$ cat src/hdl/commit_pkg.sv
// commit stage package: data widths, code typedefs and opcode/unit encodings
package commit_pkg;

    // ------------------------------------------------------------------------
    // widths
    // ------------------------------------------------------------------------

    // default architectural data width, handed to the top level
    parameter int unsigned XLEN_DEFAULT = 64;

    // architectural integer register address
    typedef logic [4:0] reg_addr_t;

    // exception cause as seen by the controller
    typedef logic [5:0] cause_t;

    // ------------------------------------------------------------------------
    // functional units
    // ------------------------------------------------------------------------

    // unit that executed the instruction in the scoreboard entry
    typedef logic [3:0] fu_t;

    // no unit, e.g. a bubble or an instruction that faulted in decode
    localparam fu_t FU_NONE      = 4'd0;
    localparam fu_t FU_LOAD      = 4'd1;
    localparam fu_t FU_STORE     = 4'd2;
    localparam fu_t FU_ALU       = 4'd3;
    // branches and jumps
    localparam fu_t FU_CTRL_FLOW = 4'd4;
    localparam fu_t FU_MULT      = 4'd5;
    // csr accesses, fences and other system instructions
    localparam fu_t FU_CSR       = 4'd6;

    // ------------------------------------------------------------------------
    // operations
    // ------------------------------------------------------------------------

    // decoded operation of the scoreboard entry
    typedef logic [6:0] op_t;

    // plain add, also the no-op value on the csr operation port
    localparam op_t OP_ADD        = 7'd0;

    // csr read/modify/write group
    localparam op_t OP_CSRRW      = 7'd8;
    localparam op_t OP_CSRRS      = 7'd9;
    localparam op_t OP_CSRRC      = 7'd10;

    // memory ordering and cache/tlb maintenance
    localparam op_t OP_FENCE      = 7'd16;
    localparam op_t OP_FENCE_I    = 7'd17;
    localparam op_t OP_SFENCE_VMA = 7'd18;

    // doubleword load and store
    localparam op_t OP_LD         = 7'd32;
    localparam op_t OP_SD         = 7'd40;

    // NOTE the csr path forwards op codes unchanged, so the csr file must
    // decode these same values

endpackage

$ cat src/hdl/commit_decode.sv
// commit decoder: sorts one commit-port instruction into retire-rule kinds
`timescale 1ns/1ps

module commit_decode (
    // functional unit of the scoreboard entry
    input  commit_pkg::fu_t fu_i,
    // decoded operation of the scoreboard entry
    input  commit_pkg::op_t op_i,
    // store that has to be handed to the store buffer
    output logic            is_store_o,
    // csr access that has to be committed to the csr file
    output logic            is_csr_o,
    // plain fence
    output logic            is_fence_o,
    // instruction fence
    output logic            is_fence_i_o,
    // tlb fence
    output logic            is_sfence_o,
    // unit allowed to retire on the second port
    output logic            dual_ok_o
);

    // ------------------------------------------------------------------------
    // unit based kinds
    // ------------------------------------------------------------------------

    // stores are told apart by the unit only
    assign is_store_o = (fu_i == commit_pkg::FU_STORE);

    // anything on the csr unit goes through the csr commit path
    assign is_csr_o   = (fu_i == commit_pkg::FU_CSR);

    // ------------------------------------------------------------------------
    // operation based kinds
    // ------------------------------------------------------------------------

    // the fences are matched on the op code alone
    assign is_fence_o   = (op_i == commit_pkg::OP_FENCE);
    assign is_fence_i_o = (op_i == commit_pkg::OP_FENCE_I);
    assign is_sfence_o  = (op_i == commit_pkg::OP_SFENCE_VMA);

    // ------------------------------------------------------------------------
    // second port qualification
    // ------------------------------------------------------------------------

    // only units without side effects outside the register file
    always_comb begin
        dual_ok_o = 1'b0;
        // stores and csr accesses have side effects and stay on port 0
        if (fu_i inside {commit_pkg::FU_ALU, commit_pkg::FU_LOAD,
                         commit_pkg::FU_CTRL_FLOW, commit_pkg::FU_MULT}) begin
            dual_ok_o = 1'b1;
        end
    end

endmodule

$ cat src/hdl/commit_execute.sv
// commit execute block: retire rules, register write enables and side requests
`timescale 1ns/1ps

module commit_execute #(
    parameter int unsigned XLEN = 64
) (
    // port 0 scoreboard entry
    input  logic             instr0_valid_i,
    input  logic             instr0_ex_valid_i,
    input  commit_pkg::op_t  instr0_op_i,
    input  logic [XLEN-1:0]  instr0_result_i,
    // port 0 kind flags from the decoder
    input  logic             is_store0_i,
    input  logic             is_csr0_i,
    input  logic             is_fence0_i,
    input  logic             is_fence_i0_i,
    input  logic             is_sfence0_i,
    // port 1 scoreboard entry
    input  logic             instr1_valid_i,
    input  logic             instr1_ex_valid_i,
    input  logic             dual_ok1_i,
    // controller and debug
    input  logic             halt_i,
    input  logic             single_step_i,
    input  logic             flush_dcache_i,
    // store buffer status
    input  logic             commit_lsu_ready_i,
    input  logic             no_st_pending_i,
    // csr file reports an exception for the port 0 instruction
    input  logic             csr_ex_valid_i,
    // acknowledges back to the scoreboard
    output logic [1:0]       commit_ack_o,
    // integer register file write enables
    output logic [1:0]       we_gpr_o,
    // store buffer commit strobe
    output logic             commit_lsu_o,
    // csr file commit
    output logic             commit_csr_o,
    output commit_pkg::op_t  csr_op_o,
    output logic [XLEN-1:0]  csr_wdata_o,
    // flush requests to the controller
    output logic             fence_o,
    output logic             fence_i_o,
    output logic             sfence_vma_o
);

    // port 0 acknowledge that port 1 depends on
    logic ack0;

    // ------------------------------------------------------------------------
    // port 0
    // ------------------------------------------------------------------------

    always_comb begin
        ack0         = 1'b0;
        we_gpr_o[0]  = 1'b0;
        commit_lsu_o = 1'b0;
        commit_csr_o = 1'b0;
        // add doubles as a csr no-op
        csr_op_o     = commit_pkg::OP_ADD;
        csr_wdata_o  = '0;
        fence_o      = 1'b0;
        fence_i_o    = 1'b0;
        sfence_vma_o = 1'b0;

        // a faulting or halted instruction never retires here
        if (instr0_valid_i && !instr0_ex_valid_i && !halt_i) begin
            // baseline retire that writes rd
            ack0        = 1'b1;
            we_gpr_o[0] = 1'b1;

            // stores wait until the store buffer takes them
            if (is_store0_i) begin
                ack0         = commit_lsu_ready_i;
                commit_lsu_o = commit_lsu_ready_i;
            end

            // csr access whose operands go out even if the csr file faults
            if (is_csr0_i) begin
                csr_op_o    = instr0_op_i;
                csr_wdata_o = instr0_result_i;
                if (!csr_ex_valid_i) begin
                    commit_csr_o = 1'b1;
                end else begin
                    // the trap is taken instead and rd stays untouched
                    ack0        = 1'b0;
                    we_gpr_o[0] = 1'b0;
                end
            end

            // tlb flush once the store buffer has drained
            if (is_sfence0_i) begin
                ack0         = no_st_pending_i;
                sfence_vma_o = no_st_pending_i;
            end

            // fence.i or any non-store while a dcache flush is requested
            if (is_fence_i0_i || (flush_dcache_i && !is_store0_i)) begin
                ack0      = no_st_pending_i;
                fence_i_o = no_st_pending_i;
            end

            // plain fence flushes the dcache
            if (is_fence0_i) begin
                ack0    = no_st_pending_i;
                fence_o = no_st_pending_i;
            end
        end

        commit_ack_o[0] = ack0;
    end

    // ------------------------------------------------------------------------
    // port 1
    // ------------------------------------------------------------------------

    // port 1 only retires behind port 0 and never past a csr access,
    // a dcache flush or a single step
    always_comb begin
        commit_ack_o[1] = 1'b0;
        we_gpr_o[1]     = 1'b0;
        if (ack0 && !is_csr0_i && !flush_dcache_i && !single_step_i) begin
            // second instruction must itself be clean and side-effect free
            if (instr1_valid_i && !instr1_ex_valid_i && dual_ok1_i) begin
                commit_ack_o[1] = 1'b1;
                we_gpr_o[1]     = 1'b1;
            end
        end
    end

endmodule

$ cat src/hdl/commit_result.sv
// commit result block: exception selection and port-0 write-back data
`timescale 1ns/1ps

module commit_result #(
    parameter int unsigned XLEN = 64
) (
    // port 0 scoreboard entry
    input  logic                 instr0_valid_i,
    input  logic                 instr0_ex_valid_i,
    input  commit_pkg::cause_t   instr0_ex_cause_i,
    input  logic [XLEN-1:0]      instr0_ex_tval_i,
    input  logic [XLEN-1:0]      instr0_result_i,
    // csr file response for the port 0 instruction
    input  logic                 csr_ex_valid_i,
    input  commit_pkg::cause_t   csr_ex_cause_i,
    input  logic [XLEN-1:0]      csr_rdata_i,
    // csr commit decision from the execute block
    input  logic                 commit_csr_i,
    input  logic                 halt_i,
    // exception to the controller
    output logic                 exception_valid_o,
    output commit_pkg::cause_t   exception_cause_o,
    output logic [XLEN-1:0]      exception_tval_o,
    // port 0 register write data
    output logic [XLEN-1:0]      wdata0_o
);

    // ------------------------------------------------------------------------
    // exception selection
    // ------------------------------------------------------------------------

    // interrupts are ordered in the csr file, only traps are ordered here
    always_comb begin
        exception_valid_o = 1'b0;
        exception_cause_o = '0;
        exception_tval_o  = '0;

        // only a valid head entry can trap
        if (instr0_valid_i) begin
            // csr trap, tval still holds the instruction bits from decode
            if (csr_ex_valid_i) begin
                exception_valid_o = 1'b1;
                exception_cause_o = csr_ex_cause_i;
                exception_tval_o  = instr0_ex_tval_i;
            end
            // earlier traps (e.g. fetch page faults) win over the csr trap
            if (instr0_ex_valid_i) begin
                exception_valid_o = 1'b1;
                exception_cause_o = instr0_ex_cause_i;
                exception_tval_o  = instr0_ex_tval_i;
            end
        end

        // halted core takes no trap, cause and tval are don't care then
        if (halt_i) begin
            exception_valid_o = 1'b0;
        end
    end

    // ------------------------------------------------------------------------
    // write-back data
    // ------------------------------------------------------------------------

    // a committing csr access returns the old csr value to rd
    assign wdata0_o = commit_csr_i ? csr_rdata_i : instr0_result_i;

endmodule

$ cat src/hdl/commit_stage.sv
// commit stage top: retires up to two scoreboard entries per cycle
`timescale 1ns/1ps

module commit_stage #(
    parameter int unsigned XLEN = commit_pkg::XLEN_DEFAULT
) (
    // port 0 scoreboard entry
    input  logic                   instr0_valid_i,
    input  commit_pkg::fu_t        instr0_fu_i,
    input  commit_pkg::op_t        instr0_op_i,
    input  commit_pkg::reg_addr_t  instr0_rd_i,
    input  logic [XLEN-1:0]        instr0_result_i,
    input  logic                   instr0_ex_valid_i,
    input  logic [XLEN-1:0]        instr0_pc_i,
    input  commit_pkg::cause_t     instr0_ex_cause_i,
    input  logic [XLEN-1:0]        instr0_ex_tval_i,
    // port 1 scoreboard entry
    input  logic                   instr1_valid_i,
    input  commit_pkg::fu_t        instr1_fu_i,
    input  commit_pkg::op_t        instr1_op_i,
    input  commit_pkg::reg_addr_t  instr1_rd_i,
    input  logic [XLEN-1:0]        instr1_result_i,
    input  logic                   instr1_ex_valid_i,
    // controller and debug
    input  logic                   halt_i,
    input  logic                   single_step_i,
    input  logic                   flush_dcache_i,
    // store buffer
    input  logic                   commit_lsu_ready_i,
    input  logic                   no_st_pending_i,
    // csr file
    input  logic [XLEN-1:0]        csr_rdata_i,
    input  logic                   csr_ex_valid_i,
    input  commit_pkg::cause_t     csr_ex_cause_i,
    // scoreboard acknowledges
    output logic [1:0]             commit_ack_o,
    // integer register file
    output commit_pkg::reg_addr_t  waddr_o0,
    output commit_pkg::reg_addr_t  waddr_o1,
    output logic [XLEN-1:0]        wdata_o0,
    output logic [XLEN-1:0]        wdata_o1,
    output logic [1:0]             we_gpr_o,
    // pc of the head entry for the csr file
    output logic [XLEN-1:0]        pc_o,
    // csr file commit
    output commit_pkg::op_t        csr_op_o,
    output logic [XLEN-1:0]        csr_wdata_o,
    output logic                   commit_csr_o,
    // store buffer commit
    output logic                   commit_lsu_o,
    // flush requests
    output logic                   fence_o,
    output logic                   fence_i_o,
    output logic                   sfence_vma_o,
    // exception to the controller
    output logic                   exception_valid_o,
    output commit_pkg::cause_t     exception_cause_o,
    output logic [XLEN-1:0]        exception_tval_o
);

    // port 0 kinds
    logic is_store0;
    logic is_csr0;
    logic is_fence0;
    logic is_fence_i0;
    logic is_sfence0;
    // port 1 may retire alongside port 0
    logic dual_ok1;
    // csr commit decision, selects the port 0 write data
    logic commit_csr;

    // ------------------------------------------------------------------------
    // pass-through fields
    // ------------------------------------------------------------------------

    assign waddr_o0     = instr0_rd_i;
    assign waddr_o1     = instr1_rd_i;
    // port 1 never carries a csr result
    assign wdata_o1     = instr1_result_i;
    assign pc_o         = instr0_pc_i;
    assign commit_csr_o = commit_csr;

    // ------------------------------------------------------------------------
    // decoders
    // ------------------------------------------------------------------------

    commit_decode i_decode0 (
        .fu_i         (instr0_fu_i),
        .op_i         (instr0_op_i),
        .is_store_o   (is_store0),
        .is_csr_o     (is_csr0),
        .is_fence_o   (is_fence0),
        .is_fence_i_o (is_fence_i0),
        .is_sfence_o  (is_sfence0),
        // port 0 retires any unit
        .dual_ok_o    ()
    );

    // port 1 only needs the second-port qualification
    commit_decode i_decode1 (
        .fu_i         (instr1_fu_i),
        .op_i         (instr1_op_i),
        .is_store_o   (),
        .is_csr_o     (),
        .is_fence_o   (),
        .is_fence_i_o (),
        .is_sfence_o  (),
        .dual_ok_o    (dual_ok1)
    );

    // ------------------------------------------------------------------------
    // retire rules and result selection
    // ------------------------------------------------------------------------

    commit_execute #(.XLEN(XLEN)) i_execute (
        .instr0_valid_i     (instr0_valid_i),
        .instr0_ex_valid_i  (instr0_ex_valid_i),
        .instr0_op_i        (instr0_op_i),
        .instr0_result_i    (instr0_result_i),
        .is_store0_i        (is_store0),
        .is_csr0_i          (is_csr0),
        .is_fence0_i        (is_fence0),
        .is_fence_i0_i      (is_fence_i0),
        .is_sfence0_i       (is_sfence0),
        .instr1_valid_i     (instr1_valid_i),
        .instr1_ex_valid_i  (instr1_ex_valid_i),
        .dual_ok1_i         (dual_ok1),
        .halt_i             (halt_i),
        .single_step_i      (single_step_i),
        .flush_dcache_i     (flush_dcache_i),
        .commit_lsu_ready_i (commit_lsu_ready_i),
        .no_st_pending_i    (no_st_pending_i),
        .csr_ex_valid_i     (csr_ex_valid_i),
        .commit_ack_o       (commit_ack_o),
        .we_gpr_o           (we_gpr_o),
        .commit_lsu_o       (commit_lsu_o),
        .commit_csr_o       (commit_csr),
        .csr_op_o           (csr_op_o),
        .csr_wdata_o        (csr_wdata_o),
        .fence_o            (fence_o),
        .fence_i_o          (fence_i_o),
        .sfence_vma_o       (sfence_vma_o)
    );

    commit_result #(.XLEN(XLEN)) i_result (
        .instr0_valid_i    (instr0_valid_i),
        .instr0_ex_valid_i (instr0_ex_valid_i),
        .instr0_ex_cause_i (instr0_ex_cause_i),
        .instr0_ex_tval_i  (instr0_ex_tval_i),
        .instr0_result_i   (instr0_result_i),
        .csr_ex_valid_i    (csr_ex_valid_i),
        .csr_ex_cause_i    (csr_ex_cause_i),
        .csr_rdata_i       (csr_rdata_i),
        .commit_csr_i      (commit_csr),
        .halt_i            (halt_i),
        .exception_valid_o (exception_valid_o),
        .exception_cause_o (exception_cause_o),
        .exception_tval_o  (exception_tval_o),
        .wdata0_o          (wdata_o0)
    );

endmodule

$ cat config.mk
export PLATFORM = sky130hd
export DESIGN_NAME = commit_stage
export DESIGN_NICKNAME = d
export VERILOG_FILES = /design/src/hdl/commit_pkg.sv /design/src/hdl/commit_decode.sv /design/src/hdl/commit_execute.sv /design/src/hdl/commit_result.sv /design/src/hdl/commit_stage.sv
export SDC_FILE = /design/constraint.sdc
export NUM_CORES = 1
export LEC_CHECK = 0
export BUFFER_PORTS_ARGS = -buffer_cell sky130_fd_sc_hd__clkbuf_2
export CAP_MARGIN = 40
export CORE_AREA = 2 2 282 284
export DETAILED_ROUTE_END_ITERATION = 8
export DIE_AREA = 0 0 284 286
export GPL_TIMING_DRIVEN = 0
export PLACE_DENSITY = 0.3
export SLEW_MARGIN = 20
export SYNTH_ARGS = -nofsm -noshare
export SYNTH_HDL_FRONTEND = slang
export SYNTH_HIERARCHICAL = 1
export SYNTH_SLANG_ARGS = --single-unit
$ cat constraint.sdc
create_clock -name vclk -period 3.4
set_clock_uncertainty 0.2 [all_clocks]
set_input_delay 0.17 -clock vclk [all_inputs]
set_output_delay 0.17 -clock vclk [all_outputs]
set_load 0.005 [all_outputs]
==> qor.yml <==
drt:
  dr.first_iter.drc_count: 126
  drt.antenna.violating_nets: 0
  drt_pass1_iterations: 4
  vias: 5157
  routedWlPerCell_um: 11.82
  drc_errors: 0
  wirelength_um: 24170
  vias_per_cell: 2.523
die:
  dieArea_sq_um: 81220
  rows: 103
  ioPinCount: 727
  initial_utilization: 0.04018
  die_x_um: 284
  core_area_sq_um: 78360
  dieHeight_um: 286
power:
  p_comb_frac: 1.000
  seq_power_share: 0
  pwr-share-clk: 0
  p_int_w: 0.0003791
  p_leak_nw: 4.198
  sw_frac_of_total: 0.4010
  vdd_drop_max_v: 0.00002092
  pwr_density_cell_nw_per_um2: 85.33
  total_power_w: 0.0006329
  power_switching_w: 0.0002538
sta:
  post-route-period-util: 0.8639
  finalMaxSlewViolations: 0
  setup_viol: 0
  fmax_ghz: 0.3405
  rsz0062_at_grt: "no"
  layout_min_cycle_time_ps: 2937
  hold_violations: 0
  tightest_slew_ps: 620.4
  worst_hold_slack_ps: 307.4
  layout_setup_ws_ps: 462.8
  relSlewSlack: 0.5826
placement:
  post-place-ws_ps: -224.8
  io_buffers: 582
  dp_hpwl_um: 22700
  gp_congestion: 0.9141
  dpl_cell_area_sq_um: 7403
logic_synthesis:
  synth_warnings: 6
  syn_nets: 783
  syn_area_per_cell_sq_um: 7.697
  syn_area_sq_um: 3148
  synth_cells: 409
final_layout:
  final_nets: 1368
  mostFrequentLayoutCells: "clkbuf_2, buf_4, and2_1, mux2_2, and3_1"
  final_common_cell: "clkbuf_2"
  nClkBuffers: 0
  drive_gt1_frac: 0.8458
  design_area_sq_um: 7417
  area_growth_pct: 135.6
  layout.area.seq_sq_um: 0
  fillers: 9311
  seq_cells: 0
run_status:
  status: "completed"
worst_hold_path:
  min_path_type: "in -> out"
setup_path:
  path_class: "in -> out"
  worstPathMaxFanout: 10
  cp-start-kind: "primary input"
  worstPathArrival_ps: 2570
  worst_setup_path_end_kind: "output pin"
  cp.required_ps: 3030
clock_network:
  cts_hold_buf: 0
global_routing:
  antenna_found_initial: 4
  grt_pass1_vias: 5099
  grt_pass1_wl_um: 31870
  overflow: 0
  grt_max_degree: 11
  grtUsageTotal: 0.05212
flow_run:
  drv_cap: 0
final cells by class:
type / instances / area (sq um) / area share
plain buffers: 169 / 1241 / 0.1673
repair buffers: 584 / 2948 / 0.3974
multi-input cells: 238 / 1906 / 0.2569
diodes: 2 / 5.005 / 0.0006748
well taps: 1050 / 1314 / 0.1771
inverters: 1 / 3.754 / 0.0005061
final timing paths:
path                        to  cells after the start         startpoint  slack (ps)
setup / recovery  wdata_o0[28]                      9  instr0_ex_valid_i         460
hold / removal        pc_o[22]                      2    instr0_pc_i[22]         310
per-layer routing:
metal  global-route usage  vias up  part of all wire
met5                    0        -                 0
met4              0.02632        0             0.054
met3             0.004705       36             0.068
met2               0.1031      397              0.53
met1              0.05438     2307              0.35
li1                     -     2417                 -
power groups by stage:
stage               combinational [W]  sequential [W]           clock, W
finish                       0.000633               0  0.000000000000838
global route                 0.000685               0                  0
CTS                          0.000644               0                  0
detailed placement           0.000641               0                  0
global placement             0.000644               0                  0
floorplan                    0.000264               0                  0
per-stage QoR:
step,cells,setup TNS (ps),util
2_1_floorplan,409,0,-
3_3_place_gp,2041,-62360,0.09412
3_5_place_dp,2042,-9266,0.09448
4_1_cts,2042,0,0.09455
5_1_grt,2042,0,0.09460
6_report,2044,0,0.09466
worst max-delay path: stages:
cell and delay (ps):
clkbuf_2 150, nor3b_4 320, clkbuf_1 390, nand2_1 100
nor2_1 270, buf_4 350, buf_4 290, mux2_2 380
clkbuf_2 120
repair_timing:
action / 4_1_cts / 5_1_grt
endpoints found under the setup margin: 60 / 38
buffers inserted: 0 / 1
gates resized for setup: 2 / 0
pin swaps: 0 / 1
(Power assumes the default switching activity.)
